===== src/rtl/bus_pkg.sv =====
// ------------------------------
// Bus and address map definitions
// Address, region and byte-lane types
// Control-register region code
// Acknowledge state encoding
// ------------------------------
package bus_pkg;

   // Address map, decoded from the top bits of b
   //   b[31]    == 1   SRAM
   //   b[31:30] == 01  I/O devices
   //   b[31:28] == 2   Control registers (ctrlreg_we only, no strobe)
   // Anything else is internal block RAM, no bus cycle

   typedef logic [31:0] addr_t;      // Full b bus address
   typedef logic [3:0]  region_t;    // Top nibble, b[31:28]
   typedef logic [3:0]  byte_sel_t;  // Bit n enables byte lane n

   // Control registers live at 0x2xxxxxxx
   localparam region_t REGION_CTRL = 4'd2;

   // Held-acknowledge tracking
   // A slave on a point-to-point link may keep its ack high without wait
   // states, so an ack seen without a strobe moves us to ACK_HELD
   typedef enum logic {
      ACK_NORMAL = 1'b0,  // Ack only counts together with stb
      ACK_HELD   = 1'b1   // Ack stuck high, stb itself qualifies
   } ack_state_e;

endpackage


===== src/rtl/ucode_pkg.sv =====
// ------------------------------
// Microcode field definitions
// Access-width field type and codes
// ------------------------------
package ucode_pkg;

   // Access width of a store, built from the microcode strobes
   // {sa27, sa26, sa25, sa24}
   typedef logic [3:0] width_code_t;

   localparam width_code_t WIDTH_HALF = 4'b0001; // SH, two lanes
   localparam width_code_t WIDTH_BYTE = 4'b0010; // SB, one lane

   // Every other code is treated as a full word (SW, loads, etc)
   // so all four byte lanes are selected

endpackage


===== src/rtl/bus_cycle_if.sv =====
// ------------------------------
// Bus cycle status interface
// Strobes, write enable, qualified ack
// ------------------------------
`timescale 1ns/100ps

interface bus_cycle_if;

   logic stb;       // I/O strobe, held until qack
   logic sram_stb;  // SRAM strobe, held until sram_ack
   logic we;        // Write to I/O or SRAM
   logic qack;      // Qualified acknowledge

   // Strobe generator owns the cycle state
   modport strobe_mp (
      output stb, sram_stb, we,
      input  qack
   );

   // Ack qualifier needs the strobe only
   modport ack_mp (
      input  stb,
      output qack
   );

   // Microcode stall logic watches all cycle state
   modport progress_mp (
      input stb, sram_stb, we
   );

endinterface


===== src/rtl/byte_select.sv =====
// ------------------------------
// Byte lane selects for stores
// Registered sel_o and active-low bmask
// ------------------------------
`timescale 1ns/100ps

module byte_select (
   input  logic                   clk,
   input  logic                   RST_I,
   input  logic                   sa41,     // Latch new selects
   input  ucode_pkg::width_code_t width,    // Access width field
   input  logic [1:0]             addr_lo,  // b[1:0]
   output bus_pkg::byte_sel_t     sel_o,    // Byte selects, active high
   output bus_pkg::byte_sel_t     bmask     // Same, active low, for block RAM
);

   import bus_pkg::*;
   import ucode_pkg::*;

   byte_sel_t sel_dec; // Combinational decode

   // Width and offset to lane pattern
   always_comb begin
      case (width)
         WIDTH_HALF: begin
            case (addr_lo)
               2'd0:    sel_dec = 4'b0011;  // Lower half
               2'd2:    sel_dec = 4'b1100;  // Upper half
               default: sel_dec = 4'b1111;  // Odd halfword, fall back to word
            endcase
         end
         WIDTH_BYTE: sel_dec = byte_sel_t'(4'b0001 << addr_lo); // One-hot lane
         default:    sel_dec = 4'b1111;     // Full word
      endcase
   end

   // Both registers load together so they never disagree
   always_ff @(posedge clk) begin
      if (RST_I) begin
         sel_o <= 4'b0000;
         bmask <= 4'b1111;
      end else if (sa41) begin
         sel_o <= sel_dec;
         bmask <= ~sel_dec;
      end
   end

   // Block RAM mask must track the bus selects in every cycle
   a_bmask_inverse: assert property (
      @(posedge clk) disable iff (RST_I)
      bmask == ~sel_o
   );

endmodule


===== src/rtl/bus_strobe_gen.sv =====
// ------------------------------
// Bus strobe generation
// I/O and SRAM strobes held to ack
// Output and control-reg write enables
// Store alignment check
// ------------------------------
`timescale 1ns/100ps

module bus_strobe_gen #(
   parameter bit SRAM_EN = 1'b1  // 0 removes the SRAM strobe
) (
   input  logic            clk,
   input  logic            RST_I,
   input  logic            sa42,        // Start a bus cycle
   input  logic            sa43,        // Possibly set write enables
   input  logic            sa14,        // Clear write enables
   input  logic            sa30,        // SW, needs word alignment
   input  logic            nobuserror,
   input  bus_pkg::addr_t  addr,
   input  logic            sram_ack,
   bus_cycle_if.strobe_mp  bus,
   output logic            ctrlreg_we   // Write to control registers
);

   import bus_pkg::*;

   logic    misaligned;  // SW to address not word aligned
   logic    io_addr;
   logic    sram_addr;
   logic    wr_addr;     // Any address that takes a bus write
   logic    ctrl_addr;
   region_t region;
   logic    stb_nxt;
   logic    sram_stb_nxt;
   logic    clr_cycle;   // Reset or bus error

   assign region     = addr[31:28];
   assign misaligned = sa30 & (|addr[1:0]);
   assign io_addr    = ~addr[31] & addr[30];
   assign sram_addr  = addr[31] & SRAM_EN;   // Never SRAM when not built
   assign wr_addr    = addr[31] | addr[30];
   assign ctrl_addr  = (region == REGION_CTRL);
   assign clr_cycle  = RST_I | ~nobuserror;

   // Start on sa42, then hold until the matching acknowledge
   // SH needs no alignment check here, the decision comes later in ucode
   assign stb_nxt      = (sa42 & io_addr & ~misaligned)
                       | (bus.stb & ~bus.qack);
   assign sram_stb_nxt = (sa42 & sram_addr & ~misaligned)
                       | (bus.sram_stb & ~sram_ack);

   always_ff @(posedge clk) begin
      if (clr_cycle) begin
         bus.stb      <= 1'b0;
         bus.sram_stb <= 1'b0;
      end else begin
         bus.stb      <= stb_nxt;
         bus.sram_stb <= sram_stb_nxt;
      end
   end

   // Write enables
   // Set on sa43 for SRAM or I/O, dropped again by sa14
   always_ff @(posedge clk) begin
      if (clr_cycle | sa14) begin
         bus.we     <= 1'b0;
         ctrlreg_we <= 1'b0;
      end else if (sa43) begin  // nobuserror already high here
         bus.we     <= wr_addr & ~misaligned;
         ctrlreg_we <= ctrl_addr & ~misaligned;
      end
   end

   // I/O and SRAM decode are disjoint on b[31], so only one cycle at a time
   a_one_strobe: assert property (
      @(posedge clk) disable iff (RST_I)
      !(bus.stb && bus.sram_stb)
   );

   a_no_sram: assert property (
      @(posedge clk) disable iff (RST_I)
      SRAM_EN || !bus.sram_stb
   );

endmodule


===== src/rtl/ack_qualifier.sv =====
// ------------------------------
// Acknowledge qualification
// Held-ack FSM, qack output
// ------------------------------
`timescale 1ns/100ps

module ack_qualifier (
   input  logic         clk,
   input  logic         RST_I,
   input  logic         ack_i,      // Ack from I/O slave
   input  logic         sysregack,  // Ack from system registers
   bus_cycle_if.ack_mp  bus
);

   import bus_pkg::*;

   ack_state_e ack_state;
   ack_state_e ack_state_nxt;

   // An ack without a strobe means a broken or zero-wait slave
   // that keeps ack high. Stay in ACK_HELD while ack stays high,
   // go back as soon as it drops
   always_comb begin
      ack_state_nxt = ack_state;
      case (ack_state)
         ACK_NORMAL: begin
            if (ack_i && !bus.stb)
               ack_state_nxt = ACK_HELD;
         end
         ACK_HELD: begin
            if (!ack_i)
               ack_state_nxt = ACK_NORMAL;
         end
      endcase
   end

   always_ff @(posedge clk) begin
      if (RST_I)
         ack_state <= ACK_NORMAL;
      else
         ack_state <= ack_state_nxt;
   end

   // Same-cycle qualified ack
   // In ACK_HELD the strobe stands in for the uninformative slave ack
   always_comb begin
      if (ack_state == ACK_HELD)
         bus.qack = sysregack | bus.stb;
      else
         bus.qack = sysregack | (ack_i & bus.stb);
   end

   // A stray ack must never end a cycle that was not started
   a_qack_source: assert property (
      @(posedge clk) disable iff (RST_I)
      bus.qack |-> (bus.stb || sysregack)
   );

endmodule


===== src/rtl/ucode_progress.sv =====
// ------------------------------
// Microcode progress control
// Q enable, progress, block RAM write
// ------------------------------
`timescale 1ns/100ps

module ucode_progress (
   input  logic              sa15,         // Part of Q enable
   input  logic              sa32,         // Read input, also enables Q
   input  logic              sa33,         // Repeat shift until done
   input  logic              sa41,         // Selects being set up, no EBR write
   input  logic              lastshift,
   input  logic              r_issh0_not,  // Low on shift by zero
   input  logic              nobuserror,
   input  logic              corerunning,
   bus_cycle_if.progress_mp  bus,
   output logic              ena_q,          // Sample ALU output into Q
   output logic              progress_ucode, // Step the microcode
   output logic              iwe             // Internal block RAM write
);

   logic cycle_active;  // Any strobe still waiting for its ack
   logic step_ok;       // Shift sequencing allows a step

   assign cycle_active = bus.stb | bus.sram_stb;

   // Q codes by {sa32, sa15}
   // 01 and 11 are normal Q updates, 10 is the extra read path
   assign ena_q = (sa15 | sa32) & ~lastshift & ~cycle_active;

   // No repeat requested, or the shift is finished, or nothing to shift
   assign step_ok = ~sa33 | lastshift | ~r_issh0_not;

   // Bus error must always let the microcode move on to its trap path
   assign progress_ucode = ~nobuserror | (step_ok & ~cycle_active);

   // Block RAM is written almost every cycle, except
   //   sa41 set (store setup), a bus write, or a shift by zero
   // corerunning guards the first active cycle after start
   assign iwe = corerunning & ~sa41 & ~bus.we & r_issh0_not;

endmodule


===== src/rtl/progress_ctrl.sv =====
// ------------------------------
// Progress and bus control, top
// Byte selects, strobes, write enables
// Qualified ack, microcode progress
// ------------------------------
`timescale 1ns/100ps

module progress_ctrl #(
   parameter bit SRAM_EN = 1'b1
) (
   input  logic               clk,
   input  logic               RST_I,
   input  logic               corerunning,
   input  logic               ack_i,
   input  logic               sysregack,
   input  logic               sram_ack,
   input  logic               sa14,
   input  logic               sa15,
   input  logic               sa24,
   input  logic               sa25,
   input  logic               sa26,
   input  logic               sa27,
   input  logic               sa30,
   input  logic               sa32,
   input  logic               sa33,
   input  logic               sa41,
   input  logic               sa42,
   input  logic               sa43,
   input  logic               lastshift,
   input  logic               r_issh0_not,
   input  logic               nobuserror,
   input  bus_pkg::addr_t     b,
   output bus_pkg::byte_sel_t sel_o,
   output bus_pkg::byte_sel_t bmask,
   output logic               iwe,
   output logic               ctrlreg_we,
   output logic               we_o,
   output logic               stb_o,
   output logic               sram_stb,
   output logic               ena_q,
   output logic               progress_ucode,
   output logic               qack
);

   import ucode_pkg::*;

   width_code_t width;

   bus_cycle_if bus_cycle ();  // Cycle status shared by the blocks below

   assign width = {sa27, sa26, sa25, sa24};

   byte_select byte_select_inst (
      .clk     (clk),
      .RST_I   (RST_I),
      .sa41    (sa41),
      .width   (width),
      .addr_lo (b[1:0]),
      .sel_o   (sel_o),
      .bmask   (bmask)
   );

   bus_strobe_gen #(
      .SRAM_EN (SRAM_EN)
   ) bus_strobe_gen_inst (
      .clk        (clk),
      .RST_I      (RST_I),
      .sa42       (sa42),
      .sa43       (sa43),
      .sa14       (sa14),
      .sa30       (sa30),
      .nobuserror (nobuserror),
      .addr       (b),
      .sram_ack   (sram_ack),
      .bus        (bus_cycle.strobe_mp),
      .ctrlreg_we (ctrlreg_we)
   );

   ack_qualifier ack_qualifier_inst (
      .clk       (clk),
      .RST_I     (RST_I),
      .ack_i     (ack_i),
      .sysregack (sysregack),
      .bus       (bus_cycle.ack_mp)
   );

   ucode_progress ucode_progress_inst (
      .sa15           (sa15),
      .sa32           (sa32),
      .sa33           (sa33),
      .sa41           (sa41),
      .lastshift      (lastshift),
      .r_issh0_not    (r_issh0_not),
      .nobuserror     (nobuserror),
      .corerunning    (corerunning),
      .bus            (bus_cycle.progress_mp),
      .ena_q          (ena_q),
      .progress_ucode (progress_ucode),
      .iwe            (iwe)
   );

   // Cycle status out as plain ports
   assign stb_o    = bus_cycle.stb;
   assign sram_stb = bus_cycle.sram_stb;
   assign we_o     = bus_cycle.we;
   assign qack     = bus_cycle.qack;

endmodule


===== config.mk =====
export PLATFORM = sky130hd
export DESIGN_NAME = progress_ctrl
export DESIGN_NICKNAME = d
export VERILOG_FILES = /design/src/rtl/bus_pkg.sv /design/src/rtl/ucode_pkg.sv /design/src/rtl/bus_cycle_if.sv /design/src/rtl/byte_select.sv /design/src/rtl/bus_strobe_gen.sv /design/src/rtl/ack_qualifier.sv /design/src/rtl/ucode_progress.sv /design/src/rtl/progress_ctrl.sv
export SDC_FILE = /design/constraint.sdc
export NUM_CORES = 1
export LEC_CHECK = 0
export ABC_AREA = 0
export BUFFER_PORTS_ARGS = -buffer_cell sky130_fd_sc_hd__buf_4
export CAP_MARGIN = 30
export CORE_MARGIN = 2
export CORE_UTILIZATION = 33
export DETAILED_ROUTE_END_ITERATION = 6
export PLACE_DENSITY = 0.77
export SKIP_CTS_REPAIR_TIMING = 1
export SLEW_MARGIN = 20
export SYNTH_ARGS = -nofsm -noshare
export SYNTH_HDL_FRONTEND = slang
export SYNTH_SLANG_ARGS = --single-unit

===== constraint.sdc =====
create_clock -name clk -period 1.55 [get_ports clk]
set_clock_uncertainty 0.2 [all_clocks]
set_input_delay 0.31 -clock clk [delete_from_list [all_inputs] [get_ports clk]]
set_output_delay 0.31 -clock clk [all_outputs]
set_load 0.005 [all_outputs]

==> results.ini, run 1 <==
[power_and_ir_drop]
leakagePower_nw = 0.467
power_uw = 733
ir_worst_vdd_v = 0.000465
power_density_nw_per_um2 = 692

[synth]
ys.flop_type = dfxtp_1
syn_area_sq_um = 644
synth_edf_count = 0
synth.avg_cell_area_sq_um = 9.48
ys_ff_latch = 13
syn_nets = 121
ys_types = 30
yosys_warnings = 0
synthCells = 68
synth.yosys.seq_area_share = 0.404
async_reset_ff_frac = 0

[clocking]
cts_tree = done
cts_buffers = 3
cts-root-buf = clkbuf_4
htreeDepth = 1
cts_sinks = 13
clk_pin_slew_ns = 0.08
clock_latency_ns = 0.26
ctsLongestPathBuffers = 2

[critical_path]
startpoint_type = flop
path_buf_inv = 1
path_class = reg2out
worstPathCellList = o31ai_1 > buf_4
critPathMaxFanout = 6
required_ns = 1.04
critPathTopFamily = flip-flops
arrival_ns = 1.03
crit_path_end_kind = output pin
max_stage_delay_ns = 0.37
cpMaxStageDelayCell = dfxtp_4

[placement]
place_area_sq_um = 1020
routabilityCongestion = 0.697
portBuffers = 42
place_hpwl_um = 1400

[floorplanning]
rows = 15
die_x_um = 48.2
die_area_sq_um = 2320
io_pins = 69
initial_core_util = 0.361
die_h_um = 48.2
core_area_sq_um = 1780

[run]
cap_violations = 0

[drt]
wl_per_cell_um = 12.0
via_count = 696
first_pass_iters = 4
drc_errors = 0
drt_iter0_drc = 4
antenna_left = 0
viasPerCell = 4.87
finalWirelength_um = 1710

[cells_and_area]
multi_input_area_sq_um = 364
fin_nets = 172
layout-drive-gt1-share = 0.508
syn_to_final_growth_pct = 64.3
n_antenna_cell = 0
seq_area_sq_um = 265
fillCellCount = 174
postLayoutCellArea_sq_um = 1060

[grt]
grt_use_total = 0.152
grt_antenna_before_repair = 0
grt_pass1_wl_um = 2460
grt_pass1_vias = 608
overflow = 0
grt_max_degree = 11

[sta]
layout_min_cycle_time_ns = 1.54
worst_slew_pin_slew_ns = 0.329
fmax_mhz = 648
rsz0062_at_grt = true
fin_setup_tns_ns = 0
slew_viol_final = 0
finalCritPeriodShare = 0.996
hold_violations = 0
maxSlewHeadroom = 0.778
finalSetupViolations = 0

[hold_path]
hp-class = in2reg

[outcome]
status = finished clean

## layout by cell type (no fill, tap or decap), drive strengths merged, types with 3 or more instances in the layout
| cell | n |
|---|---|
| a211oi | 4 |
| a21oi | 3 |
| buf | 48 |
| clkbuf | 4 |
| dfxtp | 13 |
| inv | 3 |
| nand2b | 5 |
| nor2 | 6 |
| nor3 | 5 |
| nor4 | 3 |
| or3b | 3 |
## cell usage after synthesis (2+ instances only)
library cell	n	share of area
a2111o_1	2	0.035
a211o_1	2	0.027
a211oi_2	4	0.078
a21oi_1	3	0.023
dfxtp_1	13	0.40
inv_1	3	0.017
nand2b_1	5	0.049
nor2_1	6	0.035
nor3_1	5	0.039
nor4_1	3	0.029
nor4b_1	2	0.027
or3b_2	2	0.027
## power by group
group / total (mW) / switching (mW) / internal (mW)
clock: 0.201 / 0.102 / 0.0994
sequential: 0.363 / 0.0112 / 0.352
combinational: 0.169 / 0.0620 / 0.106
total: 0.733 / 0.175 / 0.557
## cell type report
class,instances,share of cell area
Multi-Input combinational cell,50,0.344
Timing Repair Buffer,48,0.340
Sequential cell,13,0.251
Tap cell,25,0.0296
Clock buffer,4,0.0248
Inverter,3,0.0106
## cells by family (layout without fill, tap and decap cells)
logic type,Yosys count,count (layout),share of synthesized area
buffers and inverters,5,55,0.0408
DFF,13,13,0.404
AOI/OAI and AO/OA,16,16,0.216
and+or+nand+nor,34,34,0.340
## path summary, 6_finish.rpt
kind,from,endpoint,slack [ns],cells past startpoint
max,bus_strobe_gen_inst.bus.stb$_SDFF_PP0_,progress_ucode,0.006,2
min reg2reg,bus_strobe_gen_inst.ctrlreg_we$_SDFFE_PP0P_,bus_strobe_gen_inst.ctrlreg_we$_SDFFE_PP0P_,0.27,2
min,RST_I,ack_qualifier_inst.ack_state$_SDFF_PP0_,0.09,2
max reg2reg,ack_qualifier_inst.ack_state$_SDFF_PP0_,bus_strobe_gen_inst.bus.stb$_SDFF_PP0_,0.32,2
## metal layers
metal	wire length (um)	global-route usage	vias up	part of all wire
li1	-	-	360	-
met1	732	0.186	318	0.43
met2	877	0.255	16	0.51
met3	78	0.0333	2	0.046
met4	22	0.0649	0	0.013
met5	0	0	-	0
## through the flow
step	cells	setup WS [ns]	hold WS [ns]	utilization
finish	143	0.00618	0.0897	0.594
global route	143	-0.0300	0.0875	0.594
CTS	143	-0.0263	0.0852	0.587
detailed placement	139	-0.0944	0.257	0.573
global placement	139	-0.0572	0.252	0.573
floorplan	68	0.119	0.259	-
## registers in the layout (all words and copies together), names as in the netlist
signal / flops
bus_strobe_gen_inst.bus.sram_stb: 1
bus_strobe_gen_inst.ctrlreg_we: 1
byte_select_inst.bmask: 4
bus_strobe_gen_inst.bus.we: 1
ack_qualifier_inst.ack_state: 1
byte_select_inst.sel_o: 4
bus_strobe_gen_inst.bus.stb: 1
No activity file was read; power rests on OpenSTA's default activity.
==> run 2: changes to the inputs <==
--- a/config.mk
+++ b/config.mk
@@ -16,4 +16,5 @@
 export SLEW_MARGIN = 20
 export SYNTH_ARGS = -nofsm -noshare
 export SYNTH_HDL_FRONTEND = slang
+export SYNTH_HIERARCHICAL = 1
 export SYNTH_SLANG_ARGS = --single-unit
==> run 2 against run 1 <==
Net effect: critical path depth unchanged; synthesized cell count decreased by 2.9%; fmax increased by 2.1%; core utilization decreased by 0.070 points; sequential power about the same; critical path type unchanged; register-to-register slack improved by 0.15 ns; largest power group unchanged.
==> results.ini, run 2 <==
[synth]
synth_top_area_share = 0.405
synth_top_family_by_area = simple AND/OR/NAND/NOR gates
synth_edf_count = 0
async_reset_ff_frac = 0
ys.flop_type = dfxtp_1
yosys_warnings = 6
synthCells = 66
synth_compound_area_frac = 0.251
syn_area_sq_um = 643
synthXorXnorAreaFrac = 0
synthAdderAreaFrac = 0
ys_types = 35
yosysMostFrequentCell = dfxtp_1
synth.avg_cell_area_sq_um = 9.74
yosys-top-cells-area = dfxtp_1 (40%), nand2b_1 (6.8%), a21oi_1 (3.9%)
synth.largest_area_cell = dfxtp_1
synth.yosys.seq_area_share = 0.405
ys_ff_latch = 13
synthTopCellsByCount = dfxtp_1 (13), nand2b_1 (7), a21oi_1 (5)
synth-simple-area-share = 0.319
syn_nets = 119
synth_mux_area_frac = 0

[sta]
finalCritPeriodShare = 0.976
hold_violations = 0
slew_viol_final = 0
worst_slew_pin_slew_ns = 0.323
rsz0062_at_grt = true
finalSetupViolations = 0
layout_min_cycle_time_ns = 1.51
fin_setup_tns_ns = 0
fmax_mhz = 661
maxSlewHeadroom = 0.782
hold_slack_ns = 0.0755

[placement]
portBuffers = 42
placed_cells = 137
routabilityCongestion = 0.711
place_area_sq_um = 1020
place_hpwl_um = 1390

[critical_path]
max_stage_delay_ns = 0.36
r2r_cells = 4
worstPathCellList = and4bb_2 > buf_4
crit_path_end_kind = output pin
critPathMaxFanout = 3
required_ns = 1.04
startpoint_type = flop
path_class = reg2out
cpMaxStageDelayCell = dfxtp_1
arrival_ns = 1.00

[grt]
grt_antenna_before_repair = 0
grt_pass1_wl_um = 2370
overflow = 0
grt_pass1_vias = 633
grt_max_degree = 10
grt_use_total = 0.149

[hold_path]
hp-class = in2reg
hold_depth = 2

[power_and_ir_drop]
ir_worst_vdd_v = 0.000535
switching_share = 0.233
leakagePower_nw = 0.476
power_density_nw_per_um2 = 693
pwr-share-comb = 0.233
power_uw = 733
p_int_uw = 562
switchingPower_uw = 170
seqPwrFrac = 0.497
power_frac_clock = 0.270

[drt]
drc_errors = 0
finalWirelength_um = 1690
antenna_left = 0
wl_per_cell_um = 12.0
drt_iter0_drc = 15
first_pass_iters = 4
via_count = 706
viasPerCell = 5.01

[cells_and_area]
fin_nets = 170
n_antenna_cell = 0
final_cell_count_no_fill = 141
fillCellCount = 163
multi_input_area_sq_um = 373
final_common_cell = buf_4
layout-drive-gt1-share = 0.552
seq_area_sq_um = 263
syn_to_final_growth_pct = 64.4
reg_top3 = byte_select_inst/bmask (4), byte_select_inst/sel_o (4)
postLayoutCellArea_sq_um = 1060
layout_common_cells = buf_4 (47), dfxtp_1 (11), nand2b_1 (7)

[clocking]
htreeDepth = 1
clock_latency_ns = 0.27
cts-root-buf = clkbuf_4
cts_sinks = 13
clk_pin_slew_ns = 0.07
cts_tree = done
ctsLongestPathBuffers = 2
cts_buffers = 3

[floorplanning]
rows = 15
core_area_sq_um = 1780
initial_core_util = 0.361
die_area_sq_um = 2320
die_h_um = 48.1
io_pins = 69
die_x_um = 48.1

[run]
cap_violations = 0

[outcome]
status = finished clean

-- run 2: logic make-up (layout without fill, tap and decap cells) --
family | Yosys count | count (layout)
flops | 13 | 13
simple gates | 28 | 28
buf+inv | 4 | 54
compound gates | 21 | 21
-- run 2: per-layer routing --
layer,part of all wire,global-route usage
met1,0.35,0.146
met2,0.49,0.279
met3,0.14,0.0481
met4,0.0077,0.0649
met5,0,0
-- run 2: stage by stage --
step | util | setup slack, ns
after floorplan | - | 0.0353
after global placement | 0.573 | -0.144
after detailed placement | 0.573 | -0.153
after CTS | 0.588 | -0.0135
after global routing | 0.593 | -0.0265
final | 0.593 | 0.0378
-- run 2: final timing paths --
check / to / startpoint / slack [ns]
min reg2reg: byte_select_inst/sel_o[3]$_SDFFE_PP0P_ / byte_select_inst/sel_o[3]$_SDFFE_PP0P_ / 0.29
max reg2reg: bus_strobe_gen_inst/bus.stb$_SDFF_PP0_ / ack_qualifier_inst/ack_state$_SDFF_PP0_ / 0.47
min: byte_select_inst/sel_o[3]$_SDFFE_PP0P_ / RST_I / 0.08
max: iwe / bus_strobe_gen_inst/bus.we$_SDFFE_PP0P_ / 0.04
-- run 2: cell type report --
| cell class | count | area share |
|---|---|---|
| Tap cell | 25 | 0.0296 |
| Multi-Input combinational cell | 49 | 0.353 |
| Clock buffer | 4 | 0.0249 |
| Inverter | 3 | 0.0107 |
| Sequential cell | 13 | 0.249 |
| Timing Repair Buffer | 47 | 0.334 |
-- run 2: critical path: cells and delay by family, from the launching register on --
kind	cells	cell delay, ns
simple gates	1	0.25
flops	1	0.36
buf+inv	1	0.13
-- run 2: power groups by stage --
stage	sequential (mW)	combinational, mW	clock [mW]
global route	0.367	0.188	0.226
global placement	0.371	0.167	0
floorplan	0.372	0.0532	0
finish	0.364	0.171	0.198
detailed placement	0.372	0.171	0
CTS	0.364	0.172	0.207
==> run 3: changes to the inputs <==
--- a/config.mk
+++ b/config.mk
@@ -11,7 +11,7 @@
 export CORE_MARGIN = 2
 export CORE_UTILIZATION = 33
 export DETAILED_ROUTE_END_ITERATION = 6
-export PLACE_DENSITY = 0.77
+export PLACE_DENSITY = 0.79
 export SKIP_CTS_REPAIR_TIMING = 1
 export SLEW_MARGIN = 20
 export SYNTH_ARGS = -nofsm -noshare
==> constraint.sdc (replaced) <==
create_clock -name clk -period 1.55 [get_ports clk]
set_clock_uncertainty 0.2 [all_clocks]
set_input_delay 0.31 -clock clk [delete_from_list [all_inputs] [get_ports clk]]
set_output_delay 0.31 -clock clk [all_outputs]
set_load 0.01 [all_outputs]
==> run 3 against run 2 <==
Net effect: core utilization is 1.2 points higher; clock power is 2% lower; final cell count is 0.71% higher; flip-flop and latch count stayed put; worst setup slack worse by 0.020 ns; total power is 1.5% higher; first-iteration DRC count is 47% lower; register-to-register slack better by 0.04 ns; routed wire length is 8.3% higher; critical path type unchanged; largest power group unchanged; highest routed layer unchanged.
==> results.ini, run 3 (synthesis gave the netlist of run 2 again) <==
[sta]
layout_min_cycle_time_ns = 1.53
finalSetupViolations = 0
finalCritPeriodShare = 0.989
worst_slew_pin_slew_ns = 0.362
maxSlewHeadroom = 0.755
slew_viol_final = 0
fmax_mhz = 653
timing.final.ws_setup_ns = 0.0178
rsz0062_at_grt = true
fin_setup_tns_ns = 0
hold_violations = 0
hold_slack_ns = 0.0873

[critical_path]
max_stage_delay_ns = 0.36
reg2reg_setup_slack_ns = 0.51
r2r_cells = 4
startpoint_type = flop
required_ns = 1.04
path_class = reg2out
arrival_ns = 1.02
crit_path_end_kind = output pin
critPathMaxFanout = 3
worstPathCellList = nor4_4 > buf_4
cpMaxStageDelayCell = dfxtp_4
r2r_end = bus_strobe_gen_inst/bus.stb$_SDFF_PP0_
reg2reg_from = bus_strobe_gen_inst/bus.stb$_SDFF_PP0_

[drt]
first_pass_iters = 4
drt_iter0_drc = 8
via_count = 716
antenna_left = 0
viasPerCell = 5.04
drc_errors = 0
finalWirelength_um = 1830
wl_per_cell_um = 12.9

[clocking]
clk_pin_slew_ns = 0.07
cts_buffers = 3
ctsLongestPathBuffers = 2
cts_sinks = 13
htreeDepth = 1
clock_latency_ns = 0.26
cts-root-buf = clkbuf_4
cts_tree = done

[power_and_ir_drop]
switchingPower_uw = 182
power_uw = 743
ir_worst_vdd_v = 0.000329
leakagePower_nw = 0.484
p_int_uw = 562
power_frac_clock = 0.261
switching_share = 0.244
seqPwrFrac = 0.487
power_density_nw_per_um2 = 689
pwr-share-comb = 0.252

[floorplanning]
io_pins = 69
core_area_sq_um = 1780
die_area_sq_um = 2320
rows = 15
die_x_um = 48.1
die_h_um = 48.1
initial_core_util = 0.361

[run]
cap_violations = 0

[outcome]
status = finished clean

[grt]
grt_max_degree = 10
grt_use_total = 0.158
grt_pass1_wl_um = 2480
overflow = 0
grt_antenna_before_repair = 0
grt_pass1_vias = 619

[cells_and_area]
layout-drive-gt1-share = 0.556
fillCellCount = 155
final_util = 0.605
syn_to_final_growth_pct = 67.7
final_common_cell = buf_4
fin_nets = 171
reg_top3 = byte_select_inst/bmask (4), byte_select_inst/sel_o (4)
n_antenna_cell = 0
layout_common_cells = buf_4 (48), dfxtp_1 (11), nand2b_1 (7)

[placement]
routabilityCongestion = 0.841
place_hpwl_um = 1530
portBuffers = 42
dpl_worst_slack_ns = -0.142

[hold_path]
hold_depth = 2
worstHoldEndpoint = ack_qualifier_inst/ack_state$_SDFF_PP0_
hold_start = RST_I
hp-class = in2reg

[run 3: metal layers]
layer  part of all wire  GRT usage  routed length (um)
met2               0.52      0.297                 949
met4             0.0060      0.103                  11
met3              0.094     0.0259                 171
met1               0.38      0.157                 693
met5                  0          0                   0
[run 3: how the worst max path moves through the flow]
stage | depth (start not counted) | slack (ns) | startpoint | endpoint
finish | 2 | 0.02 | bus_strobe_gen_inst/bus.sram_stb$_SDFF_PP0_ | ena_q
global route | 2 | -0.06 | bus_strobe_gen_inst/bus.sram_stb$_SDFF_PP0_ | ena_q
CTS | 2 | -0.04 | bus_strobe_gen_inst/bus.sram_stb$_SDFF_PP0_ | ena_q
detailed placement | 4 | -0.14 | sa25 | byte_select_inst/sel_o[2]$_SDFFE_PP0P_
global placement | 4 | -0.13 | sa25 | byte_select_inst/sel_o[2]$_SDFFE_PP0P_
floorplan | 3 | 0.04 | sa25 | byte_select_inst/sel_o[2]$_SDFFE_PP0P_
[run 3: critical path: cells and delay by family (launching register included)]
| family | cells | cell delay, ns |
|---|---|---|
| buffers and inverters | 1 | 0.15 |
| AND/OR/NAND/NOR | 1 | 0.25 |
| flip-flops | 1 | 0.36 |
[run 3: per-stage QoR]
step                cells  instance area, sq um
finish                142                  1080
global route          142                  1080
CTS                   141                  1050
detailed placement    137                  1020
global placement      137                  1020
floorplan              66                   643
[run 3: final cells by class]
class	count	area (sq um)	area share
tap	25	31.3	0.0290
clock buffer	4	26.3	0.0244
sequential	13	268	0.248
timing repair buffer	48	360	0.334
multi-input combinational	49	382	0.354
inverter	3	11.3	0.0104
[run 3: power by group through the flow]
stage                     registers [mW]  logic, mW  clock network (mW)
after floorplan                    0.379     0.0554                   0
after global placement             0.371      0.177                   0
after detailed placement           0.372      0.183                   0
after CTS                          0.364      0.183               0.202
after global routing               0.364      0.205               0.220
final                              0.362      0.188               0.194
